## src/hdl/uart_calc_pkg.sv

```systemverilog
package uart_calc_pkg;

	// Serial timing, 8N1 with a fixed bit period
	localparam int CLKS_PER_BIT = 16;
	localparam int DATA_BITS    = 8;

	// Operation codes carried in the low bits of the first command byte
	typedef enum logic [2:0] {
		OP_ADD  = 3'd0,
		OP_SUB  = 3'd1,
		OP_AND  = 3'd2,
		OP_OR   = 3'd3,
		OP_XOR  = 3'd4,
		OP_SHL  = 3'd5,
		OP_SHR  = 3'd6,
		OP_PASS = 3'd7
	} op_e;

	// Bit positions in the reply flags byte, the remaining bits read as zero
	localparam int FLAG_CARRY = 0;
	localparam int FLAG_ZERO  = 1;

endpackage

```

## src/hdl/calc_ifs.sv

```systemverilog
`timescale 1ns/1ps

// Decoded command travelling from the command decoder to the ALU
interface op_if;
	import uart_calc_pkg::*;

	logic                 valid;
	op_e                  op;
	logic [DATA_BITS-1:0] a;
	logic [DATA_BITS-1:0] b;
	logic                 ready;

	modport source (
		output valid,
		output op,
		output a,
		output b,
		input  ready
	);

	modport sink (
		input  valid,
		input  op,
		input  a,
		input  b,
		output ready
	);
endinterface

// Registered ALU result waiting for the reply sequencer
interface res_if;
	import uart_calc_pkg::*;

	logic                 valid;
	logic [DATA_BITS-1:0] value;
	logic                 carry;
	logic                 zero;
	logic                 ready;

	modport source (
		output valid,
		output value,
		output carry,
		output zero,
		input  ready
	);

	modport sink (
		input  valid,
		input  value,
		input  carry,
		input  zero,
		output ready
	);
endinterface

```

## src/hdl/alu_execute.sv

```systemverilog
`timescale 1ns/1ps

module alu_execute (
	input logic i_clk,
	input logic i_rst,
	op_if.sink  i_op,
	res_if.source o_res
);
	import uart_calc_pkg::*;

	logic [DATA_BITS:0]   outcome;
	logic                 take;
	logic                 res_valid;
	logic [DATA_BITS-1:0] res_value;
	logic                 res_carry;
	logic                 res_zero;

	// One result slot, so a new command waits until the old one leaves
	assign i_op.ready = !res_valid;
	assign take       = i_op.valid && i_op.ready;

	assign o_res.valid = res_valid;
	assign o_res.value = res_value;
	assign o_res.carry = res_carry;
	assign o_res.zero  = res_zero;

	// Bit 8 of the outcome becomes the carry flag
	always_comb begin
		case (i_op.op)
			OP_ADD:  outcome = {1'b0, i_op.a} + {1'b0, i_op.b};
			OP_SUB:  outcome = {1'b0, i_op.a} - {1'b0, i_op.b};
			OP_AND:  outcome = {1'b0, i_op.a & i_op.b};
			OP_OR:   outcome = {1'b0, i_op.a | i_op.b};
			OP_XOR:  outcome = {1'b0, i_op.a ^ i_op.b};
			OP_SHL:  outcome = {i_op.a, 1'b0};
			OP_SHR:  outcome = {i_op.a[0], 1'b0, i_op.a[DATA_BITS-1:1]};
			OP_PASS: outcome = {1'b0, i_op.b};
			default: outcome = '0;
		endcase
	end

	always_ff @(posedge i_clk or posedge i_rst) begin
		if (i_rst)
			res_valid <= 1'b0;
		else if (take)
			res_valid <= 1'b1;
		else if (res_valid && o_res.ready)
			res_valid <= 1'b0;
	end

	always_ff @(posedge i_clk) begin
		if (take) begin
			res_value <= outcome[DATA_BITS-1:0];
			res_carry <= outcome[DATA_BITS];
			res_zero  <= (outcome[DATA_BITS-1:0] == '0);
		end
	end

	assert property (@(posedge i_clk) disable iff (i_rst)
		o_res.valid && !o_res.ready |=>
			o_res.valid && $stable(o_res.value) && $stable(o_res.carry) && $stable(o_res.zero))
		else $error("alu_execute: result replaced while still held");

endmodule

```

## src/hdl/cmd_decode.sv

```systemverilog
`timescale 1ns/1ps

module cmd_decode (
	input  logic                                i_clk,
	input  logic                                i_rst,
	input  logic [uart_calc_pkg::DATA_BITS-1:0] i_byte,
	input  logic                                i_valid,
	input  logic                                i_frame_err,
	output logic                                o_cmd_error,
	op_if.source                                o_op
);
	import uart_calc_pkg::*;

	logic [1:0]           byte_cnt;
	logic [DATA_BITS-1:0] op_byte;
	logic [DATA_BITS-1:0] a_byte;
	logic                 op_ok;
	logic                 slot_busy;
	logic                 last_byte;
	logic                 load;
	logic                 cmd_valid;
	op_e                  cmd_op;
	logic [DATA_BITS-1:0] cmd_a;
	logic [DATA_BITS-1:0] cmd_b;

	// Only the low bits name an operation, anything above must be zero
	assign op_ok     = (op_byte[DATA_BITS-1:$bits(op_e)] == '0);
	assign slot_busy = cmd_valid && !o_op.ready;
	assign last_byte = i_valid && (byte_cnt == 2'd2);
	assign load      = last_byte && op_ok && !slot_busy;

	assign o_op.valid = cmd_valid;
	assign o_op.op    = cmd_op;
	assign o_op.a     = cmd_a;
	assign o_op.b     = cmd_b;

	always_ff @(posedge i_clk or posedge i_rst) begin
		if (i_rst) begin
			byte_cnt    <= '0;
			cmd_valid   <= 1'b0;
			o_cmd_error <= 1'b0;
		end else begin
			o_cmd_error <= 1'b0;
			if (cmd_valid && o_op.ready)
				cmd_valid <= 1'b0;
			if (i_frame_err) begin
				byte_cnt    <= '0;
				o_cmd_error <= 1'b1;
			end else if (i_valid) begin
				if (byte_cnt == 2'd2) begin
					byte_cnt <= '0;
					// A third byte lands either in the free slot or as an error
					if (load)
						cmd_valid <= 1'b1;
					else
						o_cmd_error <= 1'b1;
				end else begin
					byte_cnt <= byte_cnt + 1'b1;
				end
			end
		end
	end

	always_ff @(posedge i_clk) begin
		if (i_valid && byte_cnt == 2'd0)
			op_byte <= i_byte;
		if (i_valid && byte_cnt == 2'd1)
			a_byte <= i_byte;
		if (load) begin
			cmd_op <= op_e'(op_byte[$bits(op_e)-1:0]);
			cmd_a  <= a_byte;
			cmd_b  <= i_byte;
		end
	end

	assert property (@(posedge i_clk) disable iff (i_rst)
		o_op.valid && !o_op.ready |=>
			o_op.valid && $stable(o_op.op) && $stable(o_op.a) && $stable(o_op.b))
		else $error("cmd_decode: held command changed before the ALU took it");

endmodule

```

## src/hdl/result_serializer.sv

```systemverilog
`timescale 1ns/1ps

module result_serializer (
	input  logic                                i_clk,
	input  logic                                i_rst,
	res_if.sink                                 i_res,
	output logic [uart_calc_pkg::DATA_BITS-1:0] o_tx_data,
	output logic                                o_tx_ready,
	input  logic                                i_tx_done
);
	import uart_calc_pkg::*;

	typedef enum logic [1:0] {S_IDLE, S_VALUE, S_FLAGS} state_e;

	state_e               state;
	logic                 accept;
	logic [DATA_BITS-1:0] flags;
	logic [DATA_BITS-1:0] flags_q;
	logic                 tx_busy;

	assign i_res.ready = (state == S_IDLE);
	assign accept      = i_res.valid && i_res.ready;

	always_comb begin
		flags             = '0;
		flags[FLAG_CARRY] = i_res.carry;
		flags[FLAG_ZERO]  = i_res.zero;
	end

	always_ff @(posedge i_clk or posedge i_rst) begin
		if (i_rst) begin
			state      <= S_IDLE;
			o_tx_ready <= 1'b0;
		end else begin
			o_tx_ready <= 1'b0;
			case (state)
				S_IDLE: begin
					if (accept) begin
						state      <= S_VALUE;
						o_tx_ready <= 1'b1;
					end
				end
				S_VALUE: begin
					if (i_tx_done) begin
						state      <= S_FLAGS;
						o_tx_ready <= 1'b1;
					end
				end
				S_FLAGS: begin
					if (i_tx_done)
						state <= S_IDLE;
				end
				default: state <= S_IDLE;
			endcase
		end
	end

	// Value byte goes out first, the flags follow from the saved copy
	always_ff @(posedge i_clk) begin
		if (accept) begin
			o_tx_data <= i_res.value;
			flags_q   <= flags;
		end else if (state == S_VALUE && i_tx_done) begin
			o_tx_data <= flags_q;
		end
	end

	// Tracks the transmitter between a strobe and its done pulse
	always_ff @(posedge i_clk or posedge i_rst) begin
		if (i_rst)
			tx_busy <= 1'b0;
		else if (o_tx_ready)
			tx_busy <= 1'b1;
		else if (i_tx_done)
			tx_busy <= 1'b0;
	end

	assert property (@(posedge i_clk) disable iff (i_rst) o_tx_ready |-> !tx_busy)
		else $error("result_serializer: byte strobed while the transmitter is busy");

endmodule

```

## src/hdl/uart_calc_top.sv

```systemverilog
`timescale 1ns/1ps

module uart_calc_top (
	input  logic i_clk,
	input  logic i_rst,
	input  logic i_rx,
	output logic o_tx,
	output logic o_cmd_error
);
	import uart_calc_pkg::*;

	logic [DATA_BITS-1:0] rx_byte;
	logic                 rx_valid;
	logic                 rx_frame_err;
	logic [DATA_BITS-1:0] tx_data;
	logic                 tx_ready;
	logic                 tx_done;

	op_if  op_bus ();
	res_if res_bus ();

	uart_rx u_rx (
		.i_clk       (i_clk),
		.i_rst       (i_rst),
		.i_rx        (i_rx),
		.o_byte      (rx_byte),
		.o_valid     (rx_valid),
		.o_frame_err (rx_frame_err)
	);

	cmd_decode u_decode (
		.i_clk       (i_clk),
		.i_rst       (i_rst),
		.i_byte      (rx_byte),
		.i_valid     (rx_valid),
		.i_frame_err (rx_frame_err),
		.o_cmd_error (o_cmd_error),
		.o_op        (op_bus.source)
	);

	alu_execute u_execute (
		.i_clk (i_clk),
		.i_rst (i_rst),
		.i_op  (op_bus.sink),
		.o_res (res_bus.source)
	);

	result_serializer u_result (
		.i_clk      (i_clk),
		.i_rst      (i_rst),
		.i_res      (res_bus.sink),
		.o_tx_data  (tx_data),
		.o_tx_ready (tx_ready),
		.i_tx_done  (tx_done)
	);

	uart_tx u_tx (
		.i_clk        (i_clk),
		.i_rst        (i_rst),
		.i_data       (tx_data),
		.i_data_ready (tx_ready),
		.o_tx         (o_tx),
		.o_tx_done    (tx_done)
	);

endmodule

```

## src/hdl/uart_rx.sv

```systemverilog
`timescale 1ns/1ps

module uart_rx (
	input  logic                                i_clk,
	input  logic                                i_rst,
	input  logic                                i_rx,
	output logic [uart_calc_pkg::DATA_BITS-1:0] o_byte,
	output logic                                o_valid,
	output logic                                o_frame_err
);
	import uart_calc_pkg::*;

	typedef enum logic [1:0] {S_IDLE, S_START, S_DATA, S_STOP} state_e;

	state_e                          state;
	logic [1:0]                      sync;
	logic                            rx_s;
	logic                            rx_prev;
	logic [$clog2(CLKS_PER_BIT)-1:0] clk_cnt;
	logic [$clog2(DATA_BITS)-1:0]    bit_cnt;
	logic                            bit_tick;
	logic [DATA_BITS-1:0]            shift;

	assign rx_s     = sync[1];
	assign bit_tick = (clk_cnt == CLKS_PER_BIT - 1);
	assign o_byte   = shift;

	// Line idles high, so the synchronizer comes out of reset at one
	always_ff @(posedge i_clk or posedge i_rst) begin
		if (i_rst) begin
			sync    <= 2'b11;
			rx_prev <= 1'b1;
		end else begin
			sync    <= {sync[0], i_rx};
			rx_prev <= rx_s;
		end
	end

	always_ff @(posedge i_clk or posedge i_rst) begin
		if (i_rst) begin
			state       <= S_IDLE;
			clk_cnt     <= '0;
			bit_cnt     <= '0;
			o_valid     <= 1'b0;
			o_frame_err <= 1'b0;
		end else begin
			o_valid     <= 1'b0;
			o_frame_err <= 1'b0;
			clk_cnt     <= clk_cnt + 1'b1;
			case (state)
				S_IDLE: begin
					clk_cnt <= '0;
					if (rx_prev && !rx_s)
						state <= S_START;
				end
				S_START: begin
					// Mid start bit, a high line here was only a glitch
					if (clk_cnt == CLKS_PER_BIT / 2 - 1) begin
						clk_cnt <= '0;
						bit_cnt <= '0;
						state   <= rx_s ? S_IDLE : S_DATA;
					end
				end
				S_DATA: begin
					if (bit_tick) begin
						bit_cnt <= bit_cnt + 1'b1;
						if (bit_cnt == DATA_BITS - 1)
							state <= S_STOP;
					end
				end
				S_STOP: begin
					if (bit_tick) begin
						state <= S_IDLE;
						if (rx_s)
							o_valid <= 1'b1;
						else
							o_frame_err <= 1'b1;
					end
				end
				default: state <= S_IDLE;
			endcase
		end
	end

	// LSB arrives first, so bits enter at the top and move down
	always_ff @(posedge i_clk) begin
		if (state == S_DATA && bit_tick)
			shift <= {rx_s, shift[DATA_BITS-1:1]};
	end

	assert property (@(posedge i_clk) disable iff (i_rst) !(o_valid && o_frame_err))
		else $error("uart_rx: byte strobe and framing error in the same cycle");

endmodule

```

## src/hdl/uart_tx.sv

```systemverilog
`timescale 1ns/1ps

module uart_tx (
	input  logic                                i_clk,
	input  logic                                i_rst,
	input  logic [uart_calc_pkg::DATA_BITS-1:0] i_data,
	input  logic                                i_data_ready,
	output logic                                o_tx,
	output logic                                o_tx_done
);
	import uart_calc_pkg::*;

	typedef enum logic {S_IDLE, S_SEND} state_e;

	state_e                            state;
	logic [DATA_BITS+1:0]              frame;
	logic [$clog2(CLKS_PER_BIT)-1:0]   clk_cnt;
	logic [$clog2(DATA_BITS+2)-1:0]    bit_cnt;

	// The line is the bottom of the frame register, ones fill in behind it
	assign o_tx = frame[0];

	always_ff @(posedge i_clk or posedge i_rst) begin
		if (i_rst) begin
			state     <= S_IDLE;
			frame     <= '1;
			clk_cnt   <= '0;
			bit_cnt   <= '0;
			o_tx_done <= 1'b0;
		end else begin
			o_tx_done <= 1'b0;
			case (state)
				S_IDLE: begin
					if (i_data_ready) begin
						// stop bit, data, start bit
						frame   <= {1'b1, i_data, 1'b0};
						clk_cnt <= '0;
						bit_cnt <= '0;
						state   <= S_SEND;
					end
				end
				S_SEND: begin
					clk_cnt <= clk_cnt + 1'b1;
					if (clk_cnt == CLKS_PER_BIT - 1) begin
						frame <= {1'b1, frame[DATA_BITS+1:1]};
						if (bit_cnt == DATA_BITS + 1) begin
							state     <= S_IDLE;
							o_tx_done <= 1'b1;
						end else begin
							bit_cnt <= bit_cnt + 1'b1;
						end
					end
				end
				default: state <= S_IDLE;
			endcase
		end
	end

endmodule

```

## config.mk

```make
export PLATFORM = sky130hd
export DESIGN_NAME = uart_calc_top
export DESIGN_NICKNAME = d
export VERILOG_FILES = /design/src/hdl/uart_calc_pkg.sv /design/src/hdl/calc_ifs.sv /design/src/hdl/alu_execute.sv /design/src/hdl/cmd_decode.sv /design/src/hdl/result_serializer.sv /design/src/hdl/uart_calc_top.sv /design/src/hdl/uart_rx.sv /design/src/hdl/uart_tx.sv
export SDC_FILE = /design/constraint.sdc
export NUM_CORES = 1
export LEC_CHECK = 0
export ABC_CLOCK_PERIOD_IN_PS = 2700
export BUFFER_PORTS_ARGS = -buffer_cell sky130_fd_sc_hd__buf_4
export CAP_MARGIN = 20
export CORE_MARGIN = 2
export CORE_UTILIZATION = 50
export CTS_BUF_LIST = sky130_fd_sc_hd__clkbuf_8
export DETAILED_ROUTE_END_ITERATION = 12
export PLACE_DENSITY_LB_ADDON = 0.3
export SYNTH_ARGS = -nofsm -noshare
export SYNTH_HDL_FRONTEND = slang
export SYNTH_SLANG_ARGS = --single-unit
export TNS_END_PERCENT = 50
```

## constraint.sdc

```tcl
create_clock -name i_clk -period 2.7 [get_ports i_clk]
set_input_delay 0.27 -clock i_clk [delete_from_list [all_inputs] [get_ports i_clk]]
set_output_delay 0.27 -clock i_clk [all_outputs]
set_load 0.005 [all_outputs]
```

==> metrics.txt <==
status complete, but fails checks; failing checks setup timing; Synth cell types 57; Flop pwr share 58.4%; Clk pwr share 32.3%; Final Worst Setup Slack -36.57 ps; Initial Util 50.71%; post-placement cell count 587; Post-synth EDFFs 63; via count 3304; prevailing post-synth register cell edfxtp_1; initial antenna violation count 0; Mapped Nets 474; CTS tree yes; Port Buffers 4; Post-synth ARST share 39.42%; synth top area cells edfxtp_1 37%, dfrtp_1 14%, ha_1 8.5%; share of cells above drive strength 1 19.33%; die height 105.4 um; Int Pwr 0.002218 W; Synth Instances 435; # IOs 5; fin area 5846 um^2; Worst Max-Slew Pin Slew 788.6 ps; largest area contributor in the synthesized netlist edfxtp_1; grt total ovfl 0; Slew Limit Fails 0; Initial DRC Count 292; Sw Ratio 26.42%; Leakage 2.404 nW; post-route minimum period 2737 ps; CP most frequent cell nand2_4; Tcrit/Tclk final 101.4%; CP Data Arrival Time 2940 ps; post-DR vias/cell 5.399; CP Class flip-flop to flip-flop; largest net degree at the start of global routing 22; Hold Path Class flip-flop to flip-flop; Hold Violations, Final 0; max-cap violations 0; Slew Limit Headroom 47.32%; post-route non-filler standard cell count 612; Seq/Total Area, Yosys 57.05%; global-route wire length before repair 15880 um; area occupied by multi-input gates 2127 um^2; H-tree depth 3; global-route usage over all layers 17.88%; CP Cell Sequence buf_6 > nor2_4 > nand2_4 > nand2_4 > o21ai_4 > fa_2 > o22ai_1 > o21bai_4 > or3_1 > or3_4 > nor4_4; worst skew pair latency 370 ps; routed length per instance 14.82 um; buffer depth of the longest clock path 2; crit path launch type flip-flop; Placed Area 5466 um^2; CP Data Required Time 2900 ps; Worst Skew 21.13 ps; Register Area 2933 um^2; Worst path max stage delay 530 ps; Synth Register Bits 104; P&R area growth vs syn 13.70%; Slowest cell on crit path fa_2; drt pass-1 iters 4; CTS Sinks 104; PD cells 515.6 nW/um^2; final wirelength 9068 um; Core ar. 10140 um^2; Rows 37; RSZ-0062 raised after global routing true; Logic pwr share 9.3%; vias in the first global route 3363; Die W 105.4 um; die area 11110 um^2; Avg Cell Area, Syn 11.82 um^2; synthesized cell area 5141 um^2; Worst VDD drop 0.0003588 V; commonest cells in the netlist 63 x edfxtp_1, 43 x nor2_1, 35 x ha_1, 33 x inv_1; Setup crit end kind flip-flop; hpwl dp 6491 um; hold_ws 368.0 ps; Worst-path clk slew 120 ps; Layout fillers 795; GPL Wtd Cong 0.8633; Highest Clock Rate 0.3654 GHz; count leader, synth edfxtp_1; Root Buffer clkbuf_8; post-route antenna net violation count 0; # setup viols final 1; Ys Warns 0; NetSw 0.0007963 W; # DRC 0; cts bufs inserted 9; nets@finish 510; n_diodes 0; Worst Path Max Fanout 4; Yosys top cell area share 36.80%
## what timing repair did
item	4_1_cts	5_1_grt
gates resized for setup	3	19
pin swaps	6	10
hold buffers	2	0
setup buffers	6	1
endpoints found under the hold margin	16	0
setup endpoints to repair	1	4
## per-stage QoR
step | worst slack (ps) | util [%] | setup TNS, ps | total power (W)
floorplan | -65.49 | - | -65.49 | 0.002011
global placement | 56.44 | 53.92 | 0 | 0.002058
detailed placement | 18.53 | 53.92 | 0 | 0.002074
CTS | -2.306 | 56.70 | -2.306 | 0.003049
global route | -121.7 | 57.66 | -121.7 | 0.003163
finish | -36.57 | 57.66 | -36.57 | 0.003014
## power by group through the flow
| stage | Combinational [W] | Sequential, W | Clock (W) |
|---|---|---|---|
| after floorplan | 0.000225 | 0.00179 | 0 |
| after global routing | 0.000325 | 0.00177 | 0.00107 |
| after global placement | 0.000265 | 0.00179 | 0 |
| after CTS | 0.000282 | 0.00176 | 0.00101 |
| after detailed placement | 0.000278 | 0.00180 | 0 |
| final | 0.000279 | 0.00176 | 0.000973 |
## critical path: cells and delay by family (launching register included)
family | cells | cell delay (ps)
flip-flops | 1 | 450
adder cells (fa/ha/maj) | 1 | 530
buffers and inverters | 1 | 150
AO/OA/AOI/OAI | 3 | 320
AND/OR/NAND/NOR | 6 | 1100
## sequential cells by signal, indices dropped and copies added (netlist names), 8 cells and up, named ones only
| register | count |
|---|---|
| u_result.o_tx_data | 8 |
| u_decode.o_op.a | 8 |
| u_decode.a_byte | 8 |
| u_execute.o_res.value | 8 |
| u_tx.frame | 9 |
| u_decode.o_op.b | 8 |
| u_decode.op_byte | 8 |
| u_rx.o_byte | 8 |
## routing by layer
| metal | part of all wire (%) | GRT usage (%) | vias to the layer above | wire [um] |
|---|---|---|---|---|
| li1 | - | - | 1638 | - |
| met1 | 45 | 23.02 | 1601 | 4112 |
| met2 | 50 | 29.91 | 51 | 4563 |
| met3 | 2.6 | 4.082 | 14 | 237 |
| met4 | 1.7 | 5.905 | 0 | 155 |
| met5 | 0 | 0 | - | 0 |
## layout make-up
type                       count  area share (%)
timing repair buffer          36           4.837
tap                          136           2.911
multi-input combinational    286           36.39
inverter                      34           2.183
clock inverter                 7           1.391
sequential                   104           50.17
clock buffer                   9           2.119
## cell usage in the layout (no fill, tap or decap), types with 3 or more instances in the layout
cell type  synthesis  layout
edfxtp_1          63      63
nor2_1            43      41
ha_1              35      35
inv_1             33      33
buf_4              1      32
dfrtp_1           29      29
nand2_1           29      26
a21oi_1           24      22
mux2i_1           18      18
o21ai_0           17      13
nand2b_1          12      12
dfstp_2           12      12
clkbuf_8           0       9
nand3_1            8       8
and2_1             8       8
xnor2_1            9       8
mux2_2             6       6
a221oi_1           6       6
nand4_1            4       4
nor2b_1            4       4
xor2_1             4       4
nand3b_1           4       4
nor3_1             5       4
a31oi_1            4       4
o31ai_1            3       3
o21a_1             3       3
nor3b_1            3       3
## path summary, 6_finish.rpt
kind / startpoint / endpoint / slack, ps / depth (start not counted)
setup / recovery: u_decode.o_op.op[1]$_DFFE_PP_ / u_execute.o_res.zero$_DFFE_PP_ / -40 / 11
hold / removal: u_rx.sync[0]$_DFF_PP1_ / u_rx.sync[1]$_DFF_PP1_ / 370 / 0
setup reg to reg: u_decode.o_op.op[1]$_DFFE_PP_ / u_execute.o_res.zero$_DFFE_PP_ / -40 / 11
hold reg to reg: u_rx.sync[0]$_DFF_PP1_ / u_rx.sync[1]$_DFF_PP1_ / 370 / 0
max in group asynchronous: i_rst / u_rx.rx_prev$_DFF_PP1_ / 1450 / 4
min in group asynchronous: i_rst / u_tx.clk_cnt[0]$_DFFE_PP0P_ / 520 / 3
## cell families after synthesis
group,share of synthesized area [%]
DFF,57.05
AOI/OAI and AO/OA,9.589
buffers and inverters,3.845
adders and majority gates,8.907
and+or+nand+nor,13.14
xor gates and xnor gates,2.215
muxes,5.257
(Power assumes the default switching activity.)
